## src/mips_defines.svh

```systemverilog
`ifndef MIPS_DEFINES_SVH
`define MIPS_DEFINES_SVH

`define DATA_WIDTH     32
`define REG_ADDR_WIDTH 5
`define REG_COUNT      32

// instruction fields
`define OPCODE_MSB 31
`define OPCODE_LSB 26
`define RS_MSB     25
`define RS_LSB     21
`define RT_MSB     20
`define RT_LSB     16
`define RD_MSB     15
`define RD_LSB     11
`define SHAMT_MSB  10
`define SHAMT_LSB  6
`define FUNC_MSB   5
`define FUNC_LSB   0
`define IMM_MSB    15
`define IMM_LSB    0

`endif

```

## src/regFile.sv

```systemverilog
`timescale 1ns/1ns
`include "mips_defines.svh"

module regFile (
    input  logic                       clk,
    input  logic                       reset,
    input  logic [`REG_ADDR_WIDTH-1:0] rsAddr,
    input  logic [`REG_ADDR_WIDTH-1:0] rtAddr,
    output logic [`DATA_WIDTH-1:0]     rsData,
    output logic [`DATA_WIDTH-1:0]     rtData,
    input  logic                       wrEn,
    input  logic [`REG_ADDR_WIDTH-1:0] wrAddr,
    input  logic [`DATA_WIDTH-1:0]     wrData
);

    logic [`DATA_WIDTH-1:0] regs [`REG_COUNT];

    always_ff @(posedge clk)
    begin
        if (reset)
        begin
            regs <= '{default: '0};
        end
        else if (wrEn)
        begin
            regs[wrAddr] <= wrData; // r0 is an ordinary register here
        end
    end

    // asynchronous read ports
    assign rsData = regs[rsAddr];
    assign rtData = regs[rtAddr];

endmodule

```

## config.mk

```make
export PLATFORM = sky130hd
export DESIGN_NAME = regFile
export DESIGN_NICKNAME = d
export VERILOG_FILES = /design/src/regFile.sv
export VERILOG_INCLUDE_DIRS = /design/src /design/src/src
export SDC_FILE = /design/constraint.sdc
export NUM_CORES = 2
export LEC_CHECK = 0
export BUFFER_PORTS_ARGS = -buffer_cell sky130_fd_sc_hd__clkbuf_2
export CORE_AREA = 2 2 423 425
export DETAILED_ROUTE_END_ITERATION = 8
export DIE_AREA = 0 0 425 427
export GPL_TIMING_DRIVEN = 0
export PLACE_DENSITY = 0.55
export REMOVE_ABC_BUFFERS = 1
export SYNTH_ARGS = -nofsm -noshare
export SYNTH_HDL_FRONTEND = slang
export SYNTH_SLANG_ARGS = --single-unit
```

## constraint.sdc

```tcl
create_clock -name clk -period 2.8 [get_ports clk]
set_clock_uncertainty 0.15 [all_clocks]
set_input_delay 0.14 -clock clk [delete_from_list [all_inputs] [get_ports clk]]
set_output_delay 0.14 -clock clk [all_outputs]
set_load 0.01 [all_outputs]
```

==> impl_metrics.tcl <==
set metrics [dict create \
    tns_ps -538 \
    crit_top_cell "clkbuf_2" \
    slew_headroom_pct 0.427 \
    path_clk_slew_ps 60 \
    drc 0 \
    setup_viol 9 \
    worst-path-buf-inv 2 \
    synthCells 6913 \
    place_area_um2 57200 \
    die_x_um 425 \
    wl_um 240000 \
    synth_commonest_cells "nand2_1 (2,277), a21oi_1 (1,216), dfxtp_1 (1,024), mux2i_1 (1,024), clkbuf_1 (419)" \
    min_period_over_period_pct 109 \
    start_kind "input pin" \
    status "finished with violations" \
    ys.flop_type "dfxtp_1" \
    clock_latency_ps 740 \
    powerDensity_nw_per_um2 554 \
    reg_top3 "regs (1024)" \
    cts.path.max_buffers 3 \
    grtUsageTotal_pct 25.3 \
    endpoint_kind "output port" \
    dieHeight_um 427 \
    hp-class "in -> reg" \
    grt_overflow 0 \
    seq_area_frac_synth_pct 38.8 \
    antenna_found_initial 14 \
    synth_area_um2 52900 \
    hpwl_um 139000 \
    fin_ws_ps -241 \
    final_hold_viol_count 0 \
    synthMostInstantiatedCell "nand2_1" \
    syn_avg_cell_area_um2 7.65 \
    cts_tree "yes" \
    worst_path_largest_cell_delay_ps 1090 \
    nets 6751 \
    synth_area_leaders "dfxtp_1 (39%), mux2i_1 (19%), nand2_1 (16%), a21oi_1 (12%), clkbuf_1 (3.0%)" \
    p_leak_uw 0.0229 \
    final-max-slew-violation-count 0 \
    fin_crit_ps 3040 \
    num_rows 155 \
    power_uw 34900 \
    grt_max_degree 141 \
    cts_buffers 111 \
    initial_core_util_pct 29.8 \
    wl_per_cell_um 26.2 \
    crit_slowest_cell "or2_2" \
    largest_register "regs" \
    first_global_vias 49400 \
    async_flop_share_pct 0 \
    max_freq_mhz 329 \
    path_class "in -> out" \
    ios 114 \
    grt_pass1_wl_um 341000 \
    core-area_um2 177000 \
    synth_edf_count 0 \
    clkSinkCount 1024 \
    ir_drop_v 0.000486 \
    portBuffers 113 \
    htree_num_levels 3 \
    gp_congestion 0.783 \
    required_ps 2510 \
    syn_to_final_growth_pct 19.0 \
    yosysWarnings 0 \
    yosys.area.top_type "dfxtp_1" \
    synth.distinct_cells 29 \
    viasPerCell 5.72 \
    drtAntennaViolNets 0 \
    drive_gt1_share_pct 9.09 \
    ys_seq_elements 1024 \
    largest_reg_flops 1024 \
    clockRootBuffer "clkbuf_16" \
    crit_family "simple AND/OR/NAND/NOR gates" \
    violations "setup timing" \
    via_count 52400 \
    arrival_ps 2750 \
    rsz0062_at_grt "true" \
    final_area_um2 62900 \
    drt_iter0_drc 6460 \
    dr.pass1.iters 6 \
    synth_top_cell_area_share_pct 38.8 \
    max-cap-violations 0 \
    num-fill-cells 18100 \
    worstMarginPinSlew_ps 1490 \
    die_area_um2 181000 \
    crit_fanout 32 \
    cp_cell_sequence "clkbuf_2, or2_2, nor3_1, a31oi_2, nand3_2, clkbuf_2" \
]
-- what timing repair did --
| item | in CTS | in global routing |
|---|---|---|
| setup endpoints to repair | 64 | 16 |
| buffers inserted | 9 | 8 |
| pin swaps | 6 | 3 |
| gates resized for setup | 37 | 14 |
| cloned | 32 | 4 |
| hold buffers | 32 | 0 |
| endpoints found under the hold margin | 957 | 0 |
-- layout make-up --
cell class	instances	area [um2]	area share, %
Clock buffer	161	3350	5.32
Antenna cell	7	17.5	0.0278
Tap cell	2355	2950	4.68
Clock inverter	46	583	0.927
Timing Repair Buffer	333	5310	8.44
Multi-Input combinational cell	5231	30200	48.0
Sequential cell	1024	20500	32.6
-- report_power, final --
group,total [uW],internal [uW],switching (uW)
clock network,16100,9390,6680
registers,14800,14700,78.2
logic,4060,1370,2690
-- worst reg2reg max path, stage by stage (launching register included) --
cell and delay, ps:
dfxtp_1 340, nand2_1 70, a21oi_1 180, dlygate4sd3_1 560
-- stage by stage --
step                      setup WS (ps)  hold WS, ps  std cells  utilization, %
final                              -241         7.15       9157            35.5
after detailed placement          -1900          310       8857            32.3
after global routing              -77.6         32.6       9155            35.5
after CTS                          1.80        0.656       9137            35.3
after floorplan                   -2580         59.1       6251               -
after global placement           -14040          303       8719            30.2
-- metal layers --
layer | GRT usage [%] | share of wire, %
met2 | 40.3 | 45
met5 | 0 | 0
met3 | 6.67 | 11
met1 | 30.9 | 38
met4 | 14.1 | 6.1
-- cells in the final DEF (no fill, tap or decap), types with 13 or more instances in the layout --
cell | synthesis | routed
a21oi_1 | 1216 | 1216
a22o_1 | 128 | 128
a22oi_1 | 192 | 192
a31oi_1 | 64 | 41
a31oi_2 | 0 | 20
buf_12 | 0 | 69
buf_16 | 0 | 72
buf_4 | 27 | 17
bufbuf_16 | 0 | 23
clkbuf_1 | 419 | 15
clkbuf_16 | 0 | 119
clkbuf_2 | 0 | 106
clkbuf_8 | 0 | 36
clkinv_2 | 0 | 20
dfxtp_1 | 1024 | 1024
dlygate4sd3_1 | 0 | 32
mux2i_1 | 1024 | 1023
nand2_1 | 2277 | 2243
nand2_2 | 0 | 24
nand3_1 | 194 | 181
nand3_2 | 0 | 13
nor2_4 | 5 | 34
nor3_1 | 65 | 65
-- final timing paths --
check	startpoint	endpoint	slack, ps	cells after the start
hold / removal	wrData[3]	regs[739]	7	3
setup reg to reg	regs[242]	regs[242]	1440	3
setup / recovery	rtAddr[4]	rtData[12]	-240	6
hold reg to reg	regs[461]	regs[461]	320	2
-- logic make-up (layout without fill, tap and decap cells) --
logic type             count (synthesis)  in the layout  share of synthesized area (%)
flip-flops                          1024           1024                           38.8
AO/OA/AOI/OAI                       1600           1600                           17.1
buffers and inverters                662            540                           5.34
AND/OR/NAND/NOR                     2603           2607                           19.4
multiplexers                        1024           1024                           19.4
other                                  0              7                              0
No activity file was read; power rests on OpenSTA's default activity.
