## src/mips_defines.svh

```systemverilog
`ifndef MIPS_DEFINES_SVH
`define MIPS_DEFINES_SVH

`define DATA_WIDTH     32
`define REG_ADDR_WIDTH 5
`define REG_COUNT      32

// instruction fields
`define OPCODE_MSB 31
`define OPCODE_LSB 26
`define RS_MSB     25
`define RS_LSB     21
`define RT_MSB     20
`define RT_LSB     16
`define RD_MSB     15
`define RD_LSB     11
`define SHAMT_MSB  10
`define SHAMT_LSB  6
`define FUNC_MSB   5
`define FUNC_LSB   0
`define IMM_MSB    15
`define IMM_LSB    0

`endif

```

## src/mipsPkg.sv

```systemverilog
package mipsPkg;

    typedef enum logic [5:0] {
        OP_SPECIAL  = 6'b000000,
        OP_SPECIAL2 = 6'b011100,
        OP_ADDI     = 6'b001000,
        OP_ORI      = 6'b001101,
        OP_LUI      = 6'b001111
    } opcodeE;

    typedef enum logic [5:0] {
        FN_SLL  = 6'b000000,
        FN_MFHI = 6'b010000,
        FN_MTHI = 6'b010001,
        FN_MFLO = 6'b010010,
        FN_MTLO = 6'b010011,
        FN_MULT = 6'b011000,
        FN_DIV  = 6'b011010,
        FN_ADD  = 6'b100000,
        FN_SUB  = 6'b100010
    } funcE;

    typedef enum logic [5:0] {
        FN2_MADD = 6'b000000,
        FN2_MSUB = 6'b000100
    } func2E;

    typedef enum logic [2:0] {
        ALU_ADD, ALU_SUB, ALU_MUL, ALU_DIV, ALU_SLL, ALU_OR, ALU_LUI
    } aluOpE;

    typedef enum logic [1:0] {
        WB_NONE, WB_ALU, WB_HI, WB_LO
    } wbSelE; // source for the general register

    typedef enum logic [2:0] {
        HL_NONE, HL_PRODUCT, HL_MOVE_HI, HL_MOVE_LO, HL_ACCUM_ADD, HL_ACCUM_SUB
    } hiLoOpE;

    typedef enum logic [1:0] {
        DEC_IDLE, DEC_BUSY, DEC_ACK
    } decStateE;

endpackage

```

## src/stageIf.sv

```systemverilog
`timescale 1ns/1ns
`include "mips_defines.svh"

interface decodeExecIf;
    import mipsPkg::*;

    logic                       valid; // one-cycle pulse
    aluOpE                      aluOp;
    logic [`DATA_WIDTH-1:0]     opA;
    logic [`DATA_WIDTH-1:0]     opB;
    logic [`DATA_WIDTH-1:0]     rsValue;
    logic [`REG_ADDR_WIDTH-1:0] destReg;
    wbSelE                      wbSel;
    hiLoOpE                     hiLoOp;

    modport producer (output valid, aluOp, opA, opB, rsValue, destReg, wbSel, hiLoOp);
    modport consumer (input valid, aluOp, opA, opB, rsValue, destReg, wbSel, hiLoOp);
endinterface

interface execResultIf;
    import mipsPkg::*;

    logic                       valid; // one-cycle pulse
    logic [`DATA_WIDTH-1:0]     aluLow;
    logic [`DATA_WIDTH-1:0]     aluHigh;
    logic [`DATA_WIDTH-1:0]     rsValue;
    logic [`REG_ADDR_WIDTH-1:0] destReg;
    wbSelE                      wbSel;
    hiLoOpE                     hiLoOp;

    modport producer (output valid, aluLow, aluHigh, rsValue, destReg, wbSel, hiLoOp);
    modport consumer (input valid, aluLow, aluHigh, rsValue, destReg, wbSel, hiLoOp);
endinterface

```

## src/aluExecute.sv

```systemverilog
`timescale 1ns/1ns
`include "mips_defines.svh"

module aluExecute (
    input  logic           clk,
    input  logic           reset,
    decodeExecIf.consumer  decExec,
    execResultIf.producer  execRes
);
    import mipsPkg::*;

    localparam int immWidth = `IMM_MSB - `IMM_LSB + 1;

    logic [2*`DATA_WIDTH-1:0] product;
    logic [`DATA_WIDTH-1:0]   lowRes;
    logic [`DATA_WIDTH-1:0]   highRes;

    assign product = {{`DATA_WIDTH{1'b0}}, decExec.opA} * {{`DATA_WIDTH{1'b0}}, decExec.opB};

    always_comb
    begin
        lowRes = '0;
        highRes = '0;
        case (decExec.aluOp)
            ALU_ADD: lowRes = decExec.opA + decExec.opB;
            ALU_SUB: lowRes = decExec.opA - decExec.opB;
            ALU_MUL: {highRes, lowRes} = product;
            ALU_DIV:
                if (decExec.opB == '0)
                begin
                    lowRes = '1; // divide by zero
                    highRes = decExec.opA;
                end
                else
                begin
                    lowRes = decExec.opA / decExec.opB;
                    highRes = decExec.opA % decExec.opB;
                end
            ALU_SLL: lowRes = decExec.opB << decExec.opA;
            ALU_OR:  lowRes = decExec.opA | decExec.opB;
            ALU_LUI:
                lowRes = {decExec.opB[immWidth-1:0], {(`DATA_WIDTH - immWidth){1'b0}}};
            default: ;
        endcase
    end

    always_ff @(posedge clk)
    begin
        if (reset)
            execRes.valid <= 1'b0;
        else
            execRes.valid <= decExec.valid;
    end

    always_ff @(posedge clk)
    begin
        if (decExec.valid)
        begin
            execRes.aluLow <= lowRes;
            execRes.aluHigh <= highRes;
            execRes.rsValue <= decExec.rsValue;
            execRes.destReg <= decExec.destReg;
            execRes.wbSel <= decExec.wbSel;
            execRes.hiLoOp <= decExec.hiLoOp;
        end
    end

    // a single decode pulse gives a single result pulse
    validFollows: assert property (@(posedge clk) disable iff (reset)
        decExec.valid |=> execRes.valid ##1 !execRes.valid);

endmodule

```

## src/flat_wrapper.sv

```systemverilog
// flat-port wrapper written by rule: the top's interface ports become plain ports
module aluExecute_flat import mipsPkg::*;
  (clk, reset, decExec_valid, decExec_aluOp, decExec_opA, decExec_opB, decExec_rsValue, decExec_destReg, decExec_wbSel, decExec_hiLoOp, execRes_valid, execRes_aluLow, execRes_aluHigh, execRes_rsValue, execRes_destReg, execRes_wbSel, execRes_hiLoOp);
  decodeExecIf decExec_i ();
  execResultIf execRes_i ();
  input  logic clk;
  input  logic reset;
  input wire logic [$bits(decExec_i.valid)-1:0] decExec_valid;
  input wire logic [$bits(decExec_i.aluOp)-1:0] decExec_aluOp;
  input wire logic [$bits(decExec_i.opA)-1:0] decExec_opA;
  input wire logic [$bits(decExec_i.opB)-1:0] decExec_opB;
  input wire logic [$bits(decExec_i.rsValue)-1:0] decExec_rsValue;
  input wire logic [$bits(decExec_i.destReg)-1:0] decExec_destReg;
  input wire logic [$bits(decExec_i.wbSel)-1:0] decExec_wbSel;
  input wire logic [$bits(decExec_i.hiLoOp)-1:0] decExec_hiLoOp;
  output wire logic [$bits(execRes_i.valid)-1:0] execRes_valid;
  output wire logic [$bits(execRes_i.aluLow)-1:0] execRes_aluLow;
  output wire logic [$bits(execRes_i.aluHigh)-1:0] execRes_aluHigh;
  output wire logic [$bits(execRes_i.rsValue)-1:0] execRes_rsValue;
  output wire logic [$bits(execRes_i.destReg)-1:0] execRes_destReg;
  output wire logic [$bits(execRes_i.wbSel)-1:0] execRes_wbSel;
  output wire logic [$bits(execRes_i.hiLoOp)-1:0] execRes_hiLoOp;
  assign decExec_i.valid = decExec_valid;
  assign decExec_i.aluOp = decExec_aluOp;
  assign decExec_i.opA = decExec_opA;
  assign decExec_i.opB = decExec_opB;
  assign decExec_i.rsValue = decExec_rsValue;
  assign decExec_i.destReg = decExec_destReg;
  assign decExec_i.wbSel = decExec_wbSel;
  assign decExec_i.hiLoOp = decExec_hiLoOp;
  assign execRes_valid = execRes_i.valid;
  assign execRes_aluLow = execRes_i.aluLow;
  assign execRes_aluHigh = execRes_i.aluHigh;
  assign execRes_rsValue = execRes_i.rsValue;
  assign execRes_destReg = execRes_i.destReg;
  assign execRes_wbSel = execRes_i.wbSel;
  assign execRes_hiLoOp = execRes_i.hiLoOp;
  aluExecute u_core (.clk(clk), .reset(reset), .decExec(decExec_i), .execRes(execRes_i));
endmodule
```

## config.mk

```make
export PLATFORM = sky130hd
export DESIGN_NAME = aluExecute_flat
export DESIGN_NICKNAME = d
export VERILOG_FILES = /design/src/mipsPkg.sv /design/src/stageIf.sv /design/src/aluExecute.sv /design/src/flat_wrapper.sv
export VERILOG_INCLUDE_DIRS = /design/src /design/src/src
export SDC_FILE = /design/constraint.sdc
export NUM_CORES = 2
export LEC_CHECK = 0
export ABC_CLOCK_PERIOD_IN_PS = 126300
export BUFFER_PORTS_ARGS = -buffer_cell sky130_fd_sc_hd__clkbuf_2
export CAP_MARGIN = 20
export CORE_MARGIN = 4
export CORE_UTILIZATION = 30
export CTS_CLUSTER_SIZE = 30
export DETAILED_ROUTE_END_ITERATION = 8
export GPL_ROUTABILITY_DRIVEN = 0
export GPL_TIMING_DRIVEN = 1
export PLACE_DENSITY = 0.4
export SKIP_LAST_GASP = 1
export SLEW_MARGIN = 20
export SYNTH_ARGS = -nofsm -noshare
export SYNTH_HDL_FRONTEND = slang
export SYNTH_SLANG_ARGS = --single-unit
```

## constraint.sdc

```tcl
create_clock -name clk -period 126.3 [get_ports clk]
set_input_delay 6.315 -clock clk [delete_from_list [all_inputs] [get_ports clk]]
set_output_delay 6.315 -clock clk [all_outputs]
set_load 0.03 [all_outputs]
```

==> key figures <==
Outcome
  – Run status: finished, final reports clean

Finish
  – Share of cells above drive strength 1: 0.07651
  – Final #Nets: 10,956
  – Cell area after layout: 75,880 um2
  – Storage element area: 3203 um2
  – # fillers: 25,040
  – Multi-input gate area: 61,110 um2
  – Area Overhead vs Synth: 8.055%

Synthesis
  – Yosys top cell area share: 0.2560
  – Synth cell types: 102
  – Syn Nets: 10,937
  – Mean Syn Cell Area: 7.718 um2
  – Post-synth EDFFs: 106
  – YS warnings: 0
  – Synth top area cells: fa_1 26%, ha_1 15%, nand2_1 7.1%
  – Area leader, netlist: fa_1
  – Mapped cell area: 70,220 um2
  – Post-synthesis sequential area ratio: 0.04561
  – Asr flop ratio synth: 0
  – Post-synthesis register bit count: 107
  – Post-Syn Instances: 9,099
  – Ys flop type: edfxtp_1

Timing
  – RSZ-0062 raised after global routing: no
  – Setup TNS: 0 ns
  – Max Fclk: 10.69 MHz
  – Final Hold Vio Count: 0
  – Tcrit/Tclk final: 0.7405
  – Fin crit period: 93.52 ns
  – Slew HR: 0.1052
  – Max Slew Vio Count: 0
  – Slew @ Worst Pin: 1.333 ns
  – Number of setup violations in the final report: 0

CTS
  – Sink Count: 107
  – Hold_buf cts: 0
  – Post-CTS resize count: 0
  – Htree depth: 3
  – CTS tree: done
  – Bufs on Longest Clock Path: 2
  – Clk pin slew, worst setup/hold paths: 0.09 ns
  – Root Driver: clkbuf_16
  – Num CTS Buffers: 9
  – Post-CTS Repair Setup Buffers: 0

Worst setup path
  – CP arrival: 93.73 ns
  – Setup CP Type: in -> reg
  – Setup crit start: decExec_opB[27]
  – Worst path depth: 295
  – Worst setup path end: u_core.execRes.aluHigh[16]$_DFFE_PP_
  – Crit path max fanout: 43
  – Critical-path top delay cell: a2bb2oi_1
  – Critical Path End Type: flop
  – Delay-heaviest family, CP: compound AO/OA/AOI/OAI gates
  – Most frequent CP cell: ha_1
  – Critical Path Max Stage Delay: 0.97 ns
  – Critical path launch point type: primary input
  – CP Buf/Inv Count: 23
  – Req. time, crit path: 126.51 ns

Floorplanning
  – Initial Util: 0.3017
  – Die ar.: 241,900 um2
  – DIE WIDTH: 491.8 um
  – Rows: 177
  – I/O Pins: 219
  – Core ar.: 232,800 um2
  – Die height: 491.8 um

Placed design
  – Cell Area, Placed: 75,490 um2
  – Placed wire-length estimate: 286.1 mm
  – Port Buffers: 218

GRT
  – First-pass GRT wire length: 510.6 mm
  – Antenna violations before repair: 54
  – Grt ovf: 0
  – Largest net degree at the start of global routing: 73
  – GR Util All Layers: 0.2897
  – Vias in the first global route: 69,296

Detailed routing
  – Total wire length: 360.2 mm
  – Via count: 69,675
  – Initial DRC count: 6,381
  – Via density: 5.674
  – DR pass1 iterations: 8
  – Routed Antenna Nets: 0
  – WL per Instance: 29.34 um
  – DRC: 0

Min path
  – Hold Path Class: in -> reg
  – Hold path depth: 2

Run
  – MaxCap Viol Count: 0
## metal layers
layer | part of all wire | global-route usage
met1 | 0.41 | 0.3702
met4 | 0.061 | 0.1444
met2 | 0.45 | 0.4638
met3 | 0.083 | 0.05931
met5 | 0.00042 | 0
## synth_stat cells, types with 75 or more instances
cell type	n
nand4_1	77
xor2_1	168
nor3_1	189
nor2b_1	75
nand2_1	1330
ha_1	828
a31oi_1	89
fa_1	898
clkbuf_1	334
o211ai_1	75
inv_1	1166
a21oi_1	521
xnor2_1	279
o21ai_0	407
a21o_1	225
nor2_1	678
and2_1	162
buf_1	99
edfxtp_1	106
o21a_1	138
nand3_1	142
## kinds of logic (layout without fill, tap and decap cells)
group,Yosys count,in the layout,synth area share
other cells,0,24,0
xor+xnor,447,447,0.05575
fa+ha+maj,1726,1726,0.4035
mux,133,133,0.02306
buf+inv,1616,1640,0.08674
simple gates,3043,3043,0.1968
compound gates,2027,2027,0.1885
flops,107,107,0.04561
## through the flow
| step | utilization | setup slack, ns | hold WS [ns] | std cells |
|---|---|---|---|---|
| detailed placement | 0.3243 | 34.72 | 6.475 | 12239 |
| floorplan | - | 49.98 | 6.387 | 9099 |
| global placement | 0.3241 | 35.02 | 6.477 | 12238 |
| CTS | 0.3257 | 34.86 | 6.043 | 12255 |
| finish | 0.3260 | 32.78 | 6.061 | 12279 |
| global route | 0.3259 | 27.84 | 6.064 | 12265 |
## registers in the layout (all words and copies together) (netlist names)
register,count
u_core.execRes.aluHigh,32
u_core.execRes.destReg,5
u_core.execRes.rsValue,32
u_core.execRes.hiLoOp,3
u_core.execRes.valid,1
u_core.execRes.wbSel,2
u_core.execRes.aluLow,32
## worst min path at each step
| stage | startpoint | end | slack (ns) |
|---|---|---|---|
| after floorplan | reset | u_core.execRes.valid$_SDFF_PP0_ | 6.39 |
| after global placement | reset | u_core.execRes.valid$_SDFF_PP0_ | 6.48 |
| after detailed placement | reset | u_core.execRes.valid$_SDFF_PP0_ | 6.47 |
| after CTS | reset | u_core.execRes.valid$_SDFF_PP0_ | 6.04 |
| after global routing | reset | u_core.execRes.valid$_SDFF_PP0_ | 6.06 |
| final | reset | u_core.execRes.valid$_SDFF_PP0_ | 6.06 |
## cell usage in the layout (no fill, tap or decap), types with 225 or more instances in the layout
| cell type | Yosys | layout |
|---|---|---|
| ha_1 | 828 | 828 |
| nor2_1 | 678 | 675 |
| xnor2_1 | 279 | 278 |
| a21oi_1 | 521 | 518 |
| nand2_1 | 1330 | 1330 |
| a21o_1 | 225 | 225 |
| buf_4 | 1 | 231 |
| fa_1 | 898 | 898 |
| o21ai_0 | 407 | 407 |
| inv_1 | 1166 | 1153 |
## layout make-up
| type | instances | area share |
|---|---|---|
| inverter | 1175 | 0.05813 |
| timing repair buffer | 449 | 0.03773 |
| sequential | 107 | 0.04221 |
| antenna | 24 | 0.0007915 |
| tap | 3132 | 0.05164 |
| clock inverter | 6 | 0.0009564 |
| multi-input combinational | 7376 | 0.8054 |
| clock buffer | 10 | 0.003149 |
Power is not shown: default switching activity piles up to over one toggle a cycle in this logic, so the estimate is an artifact.
