File: src/mips_defines.svh
`ifndef MIPS_DEFINES_SVH
`define MIPS_DEFINES_SVH

`define DATA_WIDTH     32
`define REG_ADDR_WIDTH 5
`define REG_COUNT      32

// instruction fields
`define OPCODE_MSB 31
`define OPCODE_LSB 26
`define RS_MSB     25
`define RS_LSB     21
`define RT_MSB     20
`define RT_LSB     16
`define RD_MSB     15
`define RD_LSB     11
`define SHAMT_MSB  10
`define SHAMT_LSB  6
`define FUNC_MSB   5
`define FUNC_LSB   0
`define IMM_MSB    15
`define IMM_LSB    0

`endif

File: src/mipsPkg.sv
package mipsPkg;

    typedef enum logic [5:0] {
        OP_SPECIAL  = 6'b000000,
        OP_SPECIAL2 = 6'b011100,
        OP_ADDI     = 6'b001000,
        OP_ORI      = 6'b001101,
        OP_LUI      = 6'b001111
    } opcodeE;

    typedef enum logic [5:0] {
        FN_SLL  = 6'b000000,
        FN_MFHI = 6'b010000,
        FN_MTHI = 6'b010001,
        FN_MFLO = 6'b010010,
        FN_MTLO = 6'b010011,
        FN_MULT = 6'b011000,
        FN_DIV  = 6'b011010,
        FN_ADD  = 6'b100000,
        FN_SUB  = 6'b100010
    } funcE;

    typedef enum logic [5:0] {
        FN2_MADD = 6'b000000,
        FN2_MSUB = 6'b000100
    } func2E;

    typedef enum logic [2:0] {
        ALU_ADD, ALU_SUB, ALU_MUL, ALU_DIV, ALU_SLL, ALU_OR, ALU_LUI
    } aluOpE;

    typedef enum logic [1:0] {
        WB_NONE, WB_ALU, WB_HI, WB_LO
    } wbSelE; // source for the general register

    typedef enum logic [2:0] {
        HL_NONE, HL_PRODUCT, HL_MOVE_HI, HL_MOVE_LO, HL_ACCUM_ADD, HL_ACCUM_SUB
    } hiLoOpE;

    typedef enum logic [1:0] {
        DEC_IDLE, DEC_BUSY, DEC_ACK
    } decStateE;

endpackage

File: src/stageIf.sv
`timescale 1ns/1ns
`include "mips_defines.svh"

interface decodeExecIf;
    import mipsPkg::*;

    logic                       valid; // one-cycle pulse
    aluOpE                      aluOp;
    logic [`DATA_WIDTH-1:0]     opA;
    logic [`DATA_WIDTH-1:0]     opB;
    logic [`DATA_WIDTH-1:0]     rsValue;
    logic [`REG_ADDR_WIDTH-1:0] destReg;
    wbSelE                      wbSel;
    hiLoOpE                     hiLoOp;

    modport producer (output valid, aluOp, opA, opB, rsValue, destReg, wbSel, hiLoOp);
    modport consumer (input valid, aluOp, opA, opB, rsValue, destReg, wbSel, hiLoOp);
endinterface


File: src/instrDecode.sv
`timescale 1ns/1ns
`include "mips_defines.svh"

module instrDecode (
    input  logic                       clk,
    input  logic                       reset,
    input  logic                       instrReq,
    input  logic [`DATA_WIDTH-1:0]     instr,
    output logic                       instrAck,
    input  logic                       retire,
    output logic [`REG_ADDR_WIDTH-1:0] rsAddr,
    output logic [`REG_ADDR_WIDTH-1:0] rtAddr,
    input  logic [`DATA_WIDTH-1:0]     rsData,
    input  logic [`DATA_WIDTH-1:0]     rtData,
    decodeExecIf.producer              decExec
);
    import mipsPkg::*;

    localparam int immWidth = `IMM_MSB - `IMM_LSB + 1;
    localparam int shamtWidth = `SHAMT_MSB - `SHAMT_LSB + 1;

    decStateE                   state;
    opcodeE                     opcode;
    funcE                       func;
    func2E                      func2;
    logic [immWidth-1:0]        imm;
    logic [`DATA_WIDTH-1:0]     sextImm;
    logic [`DATA_WIDTH-1:0]     zextImm;
    logic [`DATA_WIDTH-1:0]     shamtVal;
    aluOpE                      aluOpNext;
    logic [`DATA_WIDTH-1:0]     opANext;
    logic [`DATA_WIDTH-1:0]     opBNext;
    logic [`REG_ADDR_WIDTH-1:0] destNext;
    wbSelE                      wbSelNext;
    hiLoOpE                     hiLoOpNext;
    logic                       accept;

    assign opcode = opcodeE'(instr[`OPCODE_MSB:`OPCODE_LSB]);
    assign func = funcE'(instr[`FUNC_MSB:`FUNC_LSB]);
    assign func2 = func2E'(instr[`FUNC_MSB:`FUNC_LSB]);
    assign imm = instr[`IMM_MSB:`IMM_LSB];
    assign sextImm = {{(`DATA_WIDTH - immWidth){imm[immWidth-1]}}, imm};
    assign zextImm = {{(`DATA_WIDTH - immWidth){1'b0}}, imm};
    assign shamtVal = {{(`DATA_WIDTH - shamtWidth){1'b0}}, instr[`SHAMT_MSB:`SHAMT_LSB]};
    assign rsAddr = instr[`RS_MSB:`RS_LSB];
    assign rtAddr = instr[`RT_MSB:`RT_LSB];
    assign accept = (state == DEC_IDLE) && instrReq;

    always_comb
    begin
        aluOpNext = ALU_ADD;
        opANext = rsData;
        opBNext = rtData;
        destNext = instr[`RD_MSB:`RD_LSB];
        wbSelNext = WB_NONE; // unknown codes retire as no-op
        hiLoOpNext = HL_NONE;
        case (opcode)
            OP_SPECIAL:
                case (func)
                    FN_ADD:  wbSelNext = WB_ALU;
                    FN_SUB:
                    begin
                        aluOpNext = ALU_SUB;
                        wbSelNext = WB_ALU;
                    end
                    FN_SLL:
                    begin
                        aluOpNext = ALU_SLL;
                        opANext = shamtVal;
                        wbSelNext = WB_ALU;
                    end
                    FN_MULT:
                    begin
                        aluOpNext = ALU_MUL;
                        hiLoOpNext = HL_PRODUCT;
                    end
                    FN_DIV:
                    begin
                        aluOpNext = ALU_DIV;
                        hiLoOpNext = HL_PRODUCT;
                    end
                    FN_MFHI: wbSelNext = WB_HI;
                    FN_MFLO: wbSelNext = WB_LO;
                    FN_MTHI: hiLoOpNext = HL_MOVE_HI;
                    FN_MTLO: hiLoOpNext = HL_MOVE_LO;
                    default: ;
                endcase
            OP_SPECIAL2:
            begin
                aluOpNext = ALU_MUL;
                if (func2 == FN2_MADD)
                    hiLoOpNext = HL_ACCUM_ADD;
                else if (func2 == FN2_MSUB)
                    hiLoOpNext = HL_ACCUM_SUB;
            end
            OP_ADDI:
            begin
                opBNext = sextImm;
                destNext = rtAddr;
                wbSelNext = WB_ALU;
            end
            OP_ORI, OP_LUI:
            begin
                aluOpNext = (opcode == OP_ORI) ? ALU_OR : ALU_LUI;
                opBNext = zextImm;
                destNext = rtAddr;
                wbSelNext = WB_ALU;
            end
            default: ;
        endcase
    end

    always_ff @(posedge clk)
    begin
        if (reset)
        begin
            state <= DEC_IDLE;
            instrAck <= 1'b0;
            decExec.valid <= 1'b0;
        end
        else
        begin
            decExec.valid <= accept;
            case (state)
                DEC_IDLE: if (instrReq) state <= DEC_BUSY;
                DEC_BUSY:
                    if (retire)
                    begin
                        state <= DEC_ACK;
                        instrAck <= 1'b1;
                    end
                DEC_ACK:
                    if (!instrReq) // requester dropped, close the handshake
                    begin
                        state <= DEC_IDLE;
                        instrAck <= 1'b0;
                    end
                default: state <= DEC_IDLE;
            endcase
        end
    end

    always_ff @(posedge clk)
    begin
        if (accept)
        begin
            decExec.aluOp <= aluOpNext;
            decExec.opA <= opANext;
            decExec.opB <= opBNext;
            decExec.rsValue <= rsData;
            decExec.destReg <= destNext;
            decExec.wbSel <= wbSelNext;
            decExec.hiLoOp <= hiLoOpNext;
        end
    end

    ackNotIdle: assert property (@(posedge clk) disable iff (reset)
        state == DEC_IDLE |-> !instrAck);

endmodule

File: src/flat_wrapper.sv
// flat-port wrapper written by rule: the top's interface ports become plain ports
module instrDecode_flat import mipsPkg::*;
  (clk, reset, instrReq, instr, instrAck, retire, rsAddr, rtAddr, rsData, rtData, decExec_valid, decExec_aluOp, decExec_opA, decExec_opB, decExec_rsValue, decExec_destReg, decExec_wbSel, decExec_hiLoOp);
  decodeExecIf decExec_i ();
  input  logic clk;
  input  logic reset;
  input  logic instrReq;
  input  logic [`DATA_WIDTH-1:0] instr;
  output logic instrAck;
  input  logic retire;
  output logic [`REG_ADDR_WIDTH-1:0] rsAddr;
  output logic [`REG_ADDR_WIDTH-1:0] rtAddr;
  input  logic [`DATA_WIDTH-1:0] rsData;
  input  logic [`DATA_WIDTH-1:0] rtData;
  output wire logic [$bits(decExec_i.valid)-1:0] decExec_valid;
  output wire logic [$bits(decExec_i.aluOp)-1:0] decExec_aluOp;
  output wire logic [$bits(decExec_i.opA)-1:0] decExec_opA;
  output wire logic [$bits(decExec_i.opB)-1:0] decExec_opB;
  output wire logic [$bits(decExec_i.rsValue)-1:0] decExec_rsValue;
  output wire logic [$bits(decExec_i.destReg)-1:0] decExec_destReg;
  output wire logic [$bits(decExec_i.wbSel)-1:0] decExec_wbSel;
  output wire logic [$bits(decExec_i.hiLoOp)-1:0] decExec_hiLoOp;
  assign decExec_valid = decExec_i.valid;
  assign decExec_aluOp = decExec_i.aluOp;
  assign decExec_opA = decExec_i.opA;
  assign decExec_opB = decExec_i.opB;
  assign decExec_rsValue = decExec_i.rsValue;
  assign decExec_destReg = decExec_i.destReg;
  assign decExec_wbSel = decExec_i.wbSel;
  assign decExec_hiLoOp = decExec_i.hiLoOp;
  instrDecode u_core (.clk(clk), .reset(reset), .instrReq(instrReq), .instr(instr), .instrAck(instrAck), .retire(retire), .rsAddr(rsAddr), .rtAddr(rtAddr), .rsData(rsData), .rtData(rtData), .decExec(decExec_i));
endmodule
File: config.mk
export PLATFORM = sky130hd
export DESIGN_NAME = instrDecode_flat
export DESIGN_NICKNAME = d
export VERILOG_FILES = /design/src/mipsPkg.sv /design/src/stageIf.sv /design/src/instrDecode.sv /design/src/flat_wrapper.sv
export VERILOG_INCLUDE_DIRS = /design/src /design/src/src
export SDC_FILE = /design/constraint.sdc
export NUM_CORES = 1
export LEC_CHECK = 0
export BUFFER_PORTS_ARGS = -buffer_cell sky130_fd_sc_hd__buf_4
export CORE_UTILIZATION = 35
export DETAILED_ROUTE_END_ITERATION = 10
export PLACE_DENSITY = 0.73
export REMOVE_ABC_BUFFERS = 1
export SYNTH_ARGS = -nofsm -noshare
export SYNTH_HDL_FRONTEND = slang
export SYNTH_SLANG_ARGS = --single-unit
File: constraint.sdc
create_clock -name clk -period 10.8 [get_ports clk]
set_input_delay 1.08 -clock clk [delete_from_list [all_inputs] [get_ports clk]]
set_output_delay 1.08 -clock clk [all_outputs]
set_load 0.02 [all_outputs]
==> summary.md <==
| Metric | Value |
|---|---|
| Total routing usage reported by global routing | `15.6%` |
| CP Launch Point | `instrReq` |
| Startpoint of the most critical hold path | `u_core.state[0]` |
| DIE AREA | `13200 µm²` |
| Effective utilization at floorplan | `36.4%` |
| Count of different cell masters after synthesis | `39` |
| Cells after Synth | `261` |
| Total number of H-tree levels | `4` |
| Number of buffers added for setup after CTS | `0` |
| Critical-path top delay cell | `sky130_fd_sc_hd__buf_4` |
| Crit Path Class | `in -> reg` |
| Series of cell instances along the critical path | `buf_4 -> nand2b_1 -> nor2_4 -> buf_4 -> buf_4` |
| Height of the die | `roughly 110 µm` |
| Wirelength, routed | `10.1 mm` |
| Clock root cell | `sky130_fd_sc_hd__clkbuf_16` |
| Power per standard cell area | `between 150 and 200 nW/µm²` |
| Top cell type by total area after synthesis | `sky130_fd_sc_hd__edfxtp_1` |
| Clock sink total | `~110` |
| Post-synthesis compound-gate area fraction | `under 10%` |
| Maximum fanout encountered on the critical timing path | `62` |
| Worst slew margin relative to its limit | `between 40% and 50%` |
| Area share of xor/xnor cells in the synthesized design | `0.197%` |
| Fraction of layout instances using a drive strength above 1 | `~58%` |
| X dimension of the die | `115 µm` |
| Cell row count | `40` |
| Clk Latency, worst-skew pair | `around 0.4 ns` |
| Maximum resistive drop on vdd | `between 0.00008 and 0.00009 V` |
| Layout overhead on the synthesized area | `51.1%` |
| Leakage component of the power | `2.79 nW` |
| Clock Path Buffers | `2` |
| Count of final max-slew check failures | `0` |
| Pin count of the biggest net entering global routing | `63` |
| CP delay by family, top | `buffers and inverters` |
| Initial antenna violation count | `0` |
| Post-synthesis share of cell area spent on full adders, half adders and majority gates | `0%` |
| Most area-consuming cells after synthesis | `sky130_fd_sc_hd__edfxtp_1 (74%), sky130_fd_sc_hd__mux2_2 (6.1%), sky130_fd_sc_hd__and2_1 (2.8%), sky130_fd_sc_hd__o21ai_0 (1.9%), sky130_fd_sc_hd__buf_4 (1.9%)` |
| Post-synthesis area per instance | `17.1 µm²` |
| Clock Pin Slew Worst Setup and Hold Paths | `0.05 ns` |
| Switching share of power | `between 20% and 30%` |
| Hold violation count in the final report | `0` |
| Class of the worst hold path | `reg -> reg` |
| Final RePlAce weighted congestion | `roughly 0.75` |
| CTS Hold Bufs | `0` |
| Number of design-rule violations left by the first detailed-router iteration | `between 200 and 250` |
| Fraction of registers with async set or reset after synthesis | `0%` |
| Post-synthesis cell area | `approximately 4500 µm²` |
| Number of vias after detailed routing | `between 2000 and 3000` |
| Worst Tran Pin Value | `approximately 0.77 ns` |
| Status | `complete, no violations` |
| Vias in the first global route | `approximately 3000` |
| Final routed wire length divided by cell count | `~15 µm` |
| Quantity of gates resized following cts | `0` |
| Diodes inserted | `0` |
| Area share of the largest cell type after synthesis | `73.5%` |
| Share of power burned in registers | `about 43%` |
| Logic gate share of total power | `about an eighth` |
| Top cell types by occurrence after synthesis | `sky130_fd_sc_hd__edfxtp_1 (109), sky130_fd_sc_hd__mux2_2 (24), sky130_fd_sc_hd__and2_1 (20)` |
| Final setup skew | `0.00520 ns` |
| Total gr overflow | `0` |
| Max frequency | `between 300 and 400 MHz` |
| Share of power burned in the clock network | `between 40% and 50%` |
| Launching element type of the critical path | `primary input` |
| Count of final setup violators | `0` |
| Final cell count without fillers | `roughly 660` |
| RSZ-0062 raised after global routing | `no` |
| CTS Buf Count | `17` |
| Reg-to-reg critical path startpoint | `u_core.state[0]` |
| Combinational family with the most area after synthesis | `simple AND/OR/NAND/NOR gates` |
| Count of placed standard cells including taps | `roughly 620` |
| Clock tree from TritonCTS | `done` |
| Register bit total from synthesis | `about 110` |
| Final clock period utilization by the worst path | `about a quarter` |
| Number of nets in the layout | `575` |
| CP Buf/Inv Count | `3` |
| Largest stage delay on the critical path | `0.71 ns` |
| Total negative slack | `0 ns` |
| Fill count | `roughly 1000` |
| Register area share after synthesis | `75.3%` |
| Per-cell via count in the routed design | `between 4 and 5` |
| Number of maximum-capacitance violations | `0` |
| Top-count cell post-synth | `sky130_fd_sc_hd__edfxtp_1` |
| # DRC | `0` |
| Number of warnings issued by yosys | `0` |
| Cell with the most instances on the worst path | `sky130_fd_sc_hd__buf_4` |
| Internal power | `0.000956 W` |
| Wire length of the first global-routing pass | `between 15 and 20 mm` |
| Number of synthesized flops with an enable pin | `between 100 and 150` |
| Post-Synth Simple-Gate Area | `under 10%` |
| Critical path data required time | `~11 ns` |
| Arr. time, crit path | `around 2.7 ns` |
| Post-synthesis mux area share | `between 7 and 8%` |
| Post-detailed-placement half-perimeter wirelength | `7.16 mm` |
| Ports placed on the boundary | `roughly 220` |
| CP endpoint kind | `flip-flop` |
| Minimum period implied by the final worst setup slack | `roughly 2.7 ns` |
| Flip-flop cell with the highest count after synthesis | `sky130_fd_sc_hd__edfxtp_1` |
| Port-buffer cells | `210` |
| Core area | `~12000 µm²` |
| Switch Pwr | `around 0.00027 W` |
| Number of antenna-violating nets in the routed design | `0` |
| Number of detailed-route iterations in the first pass | `4` |
stage by stage:
| step | hold WS [ns] | area (µm²) | total power, W | worst slack (ns) | util, % |
|---|---|---|---|---|---|
| global placement | 0.499 | 6130 | 0.000685 | 7.80 | 50.2 |
| CTS | 0.519 | 6730 | 0.00124 | 8.15 | 55.1 |
| global route | 0.575 | 6730 | 0.00128 | 8.02 | 55.1 |
| detailed placement | 0.509 | 6130 | 0.000688 | 7.71 | 50.2 |
| finish | 0.526 | 6730 | 0.00123 | 8.13 | 55.1 |
| floorplan | 0.468 | 4320 | 0.000606 | 4.51 | - |
worst reg2reg max path, cell delays in order (launching register included):
cell and delay (ns):
sky130_fd_sc_hd__dfxtp_1 0.34, sky130_fd_sc_hd__nand2b_1 0.23, sky130_fd_sc_hd__nor2_4 0.10, sky130_fd_sc_hd__buf_4 0.51, sky130_fd_sc_hd__buf_4 0.76
worst paths after layout:
| kind | endpoint | slack (ns) | cells past startpoint |
|---|---|---|---|
| max | u_core.decExec.opA[29] | 8.13 | 5 |
| min | u_core.state[0] | 0.53 | 2 |
| max reg2reg | u_core.decExec.opA[29] | 8.44 | 4 |
| min reg2reg | u_core.state[0] | 0.53 | 2 |
area by class of cell:
cell class              instances  area, µm²  share of cell area [%]
flip-flops and latches        113       3350                    49.9
well taps                     168        210                    3.13
inverters                      16       60.1                   0.893
clock buffers                  22        454                    6.75
clock inverters                10        136                    2.03
repair buffers                213       1600                    23.8
multi-input cells             114        912                    13.6
cell usage in the layout, fill, tap and decap left out, drive strengths merged, types with 2 or more instances in the layout:
| cell type | instances |
|---|---|
| nor3b | 3 |
| nor2b | 4 |
| inv | 16 |
| nor3 | 4 |
| edfxtp | 109 |
| bufinv | 3 |
| clkbuf | 22 |
| clkinv | 4 |
| nor2 | 4 |
| mux2 | 27 |
| dfxtp | 4 |
| a21oi | 3 |
| o21ai | 17 |
| and2 | 27 |
| nand2 | 2 |
| buf | 213 |
| o21a | 2 |
| clkinvlp | 3 |
| nand2b | 3 |
cells by family after synthesis:
group / count (synthesis)
AO/OA/AOI/OAI: 28
XOR/XNOR: 1
buffers and inverters: 34
flip-flops: 113
multiplexers: 27
AND/OR/NAND/NOR: 58
power groups by stage:
stage	sequential [W]	combinational, W	clock (W)
finish	0.000528	0.000150	0.000552
global route	0.000531	0.000160	0.000585
CTS	0.000529	0.000151	0.000564
detailed placement	0.000537	0.000151	0
global placement	0.000536	0.000149	0
floorplan	0.000577	0.0000284	0
registers in the layout, indices dropped and copies added, names as in the netlist:
name	cells
u_core.instrAck	1
u_core.decExec.rsValue	32
u_core.decExec.opB	32
u_core.decExec.valid	1
u_core.state	2
u_core.decExec.hiLoOp	3
u_core.decExec.aluOp	3
u_core.decExec.wbSel	2
u_core.decExec.opA	32
u_core.decExec.destReg	5
per-layer routing:
metal	routed length, µm	vias up	track usage (%)
li1	-	1390	-
met1	4000	1384	17.4
met2	4850	176	24.9
met3	1110	13	7.96
met4	148	0	7.62
met5	0	-	0
(Power assumes the default switching activity.)
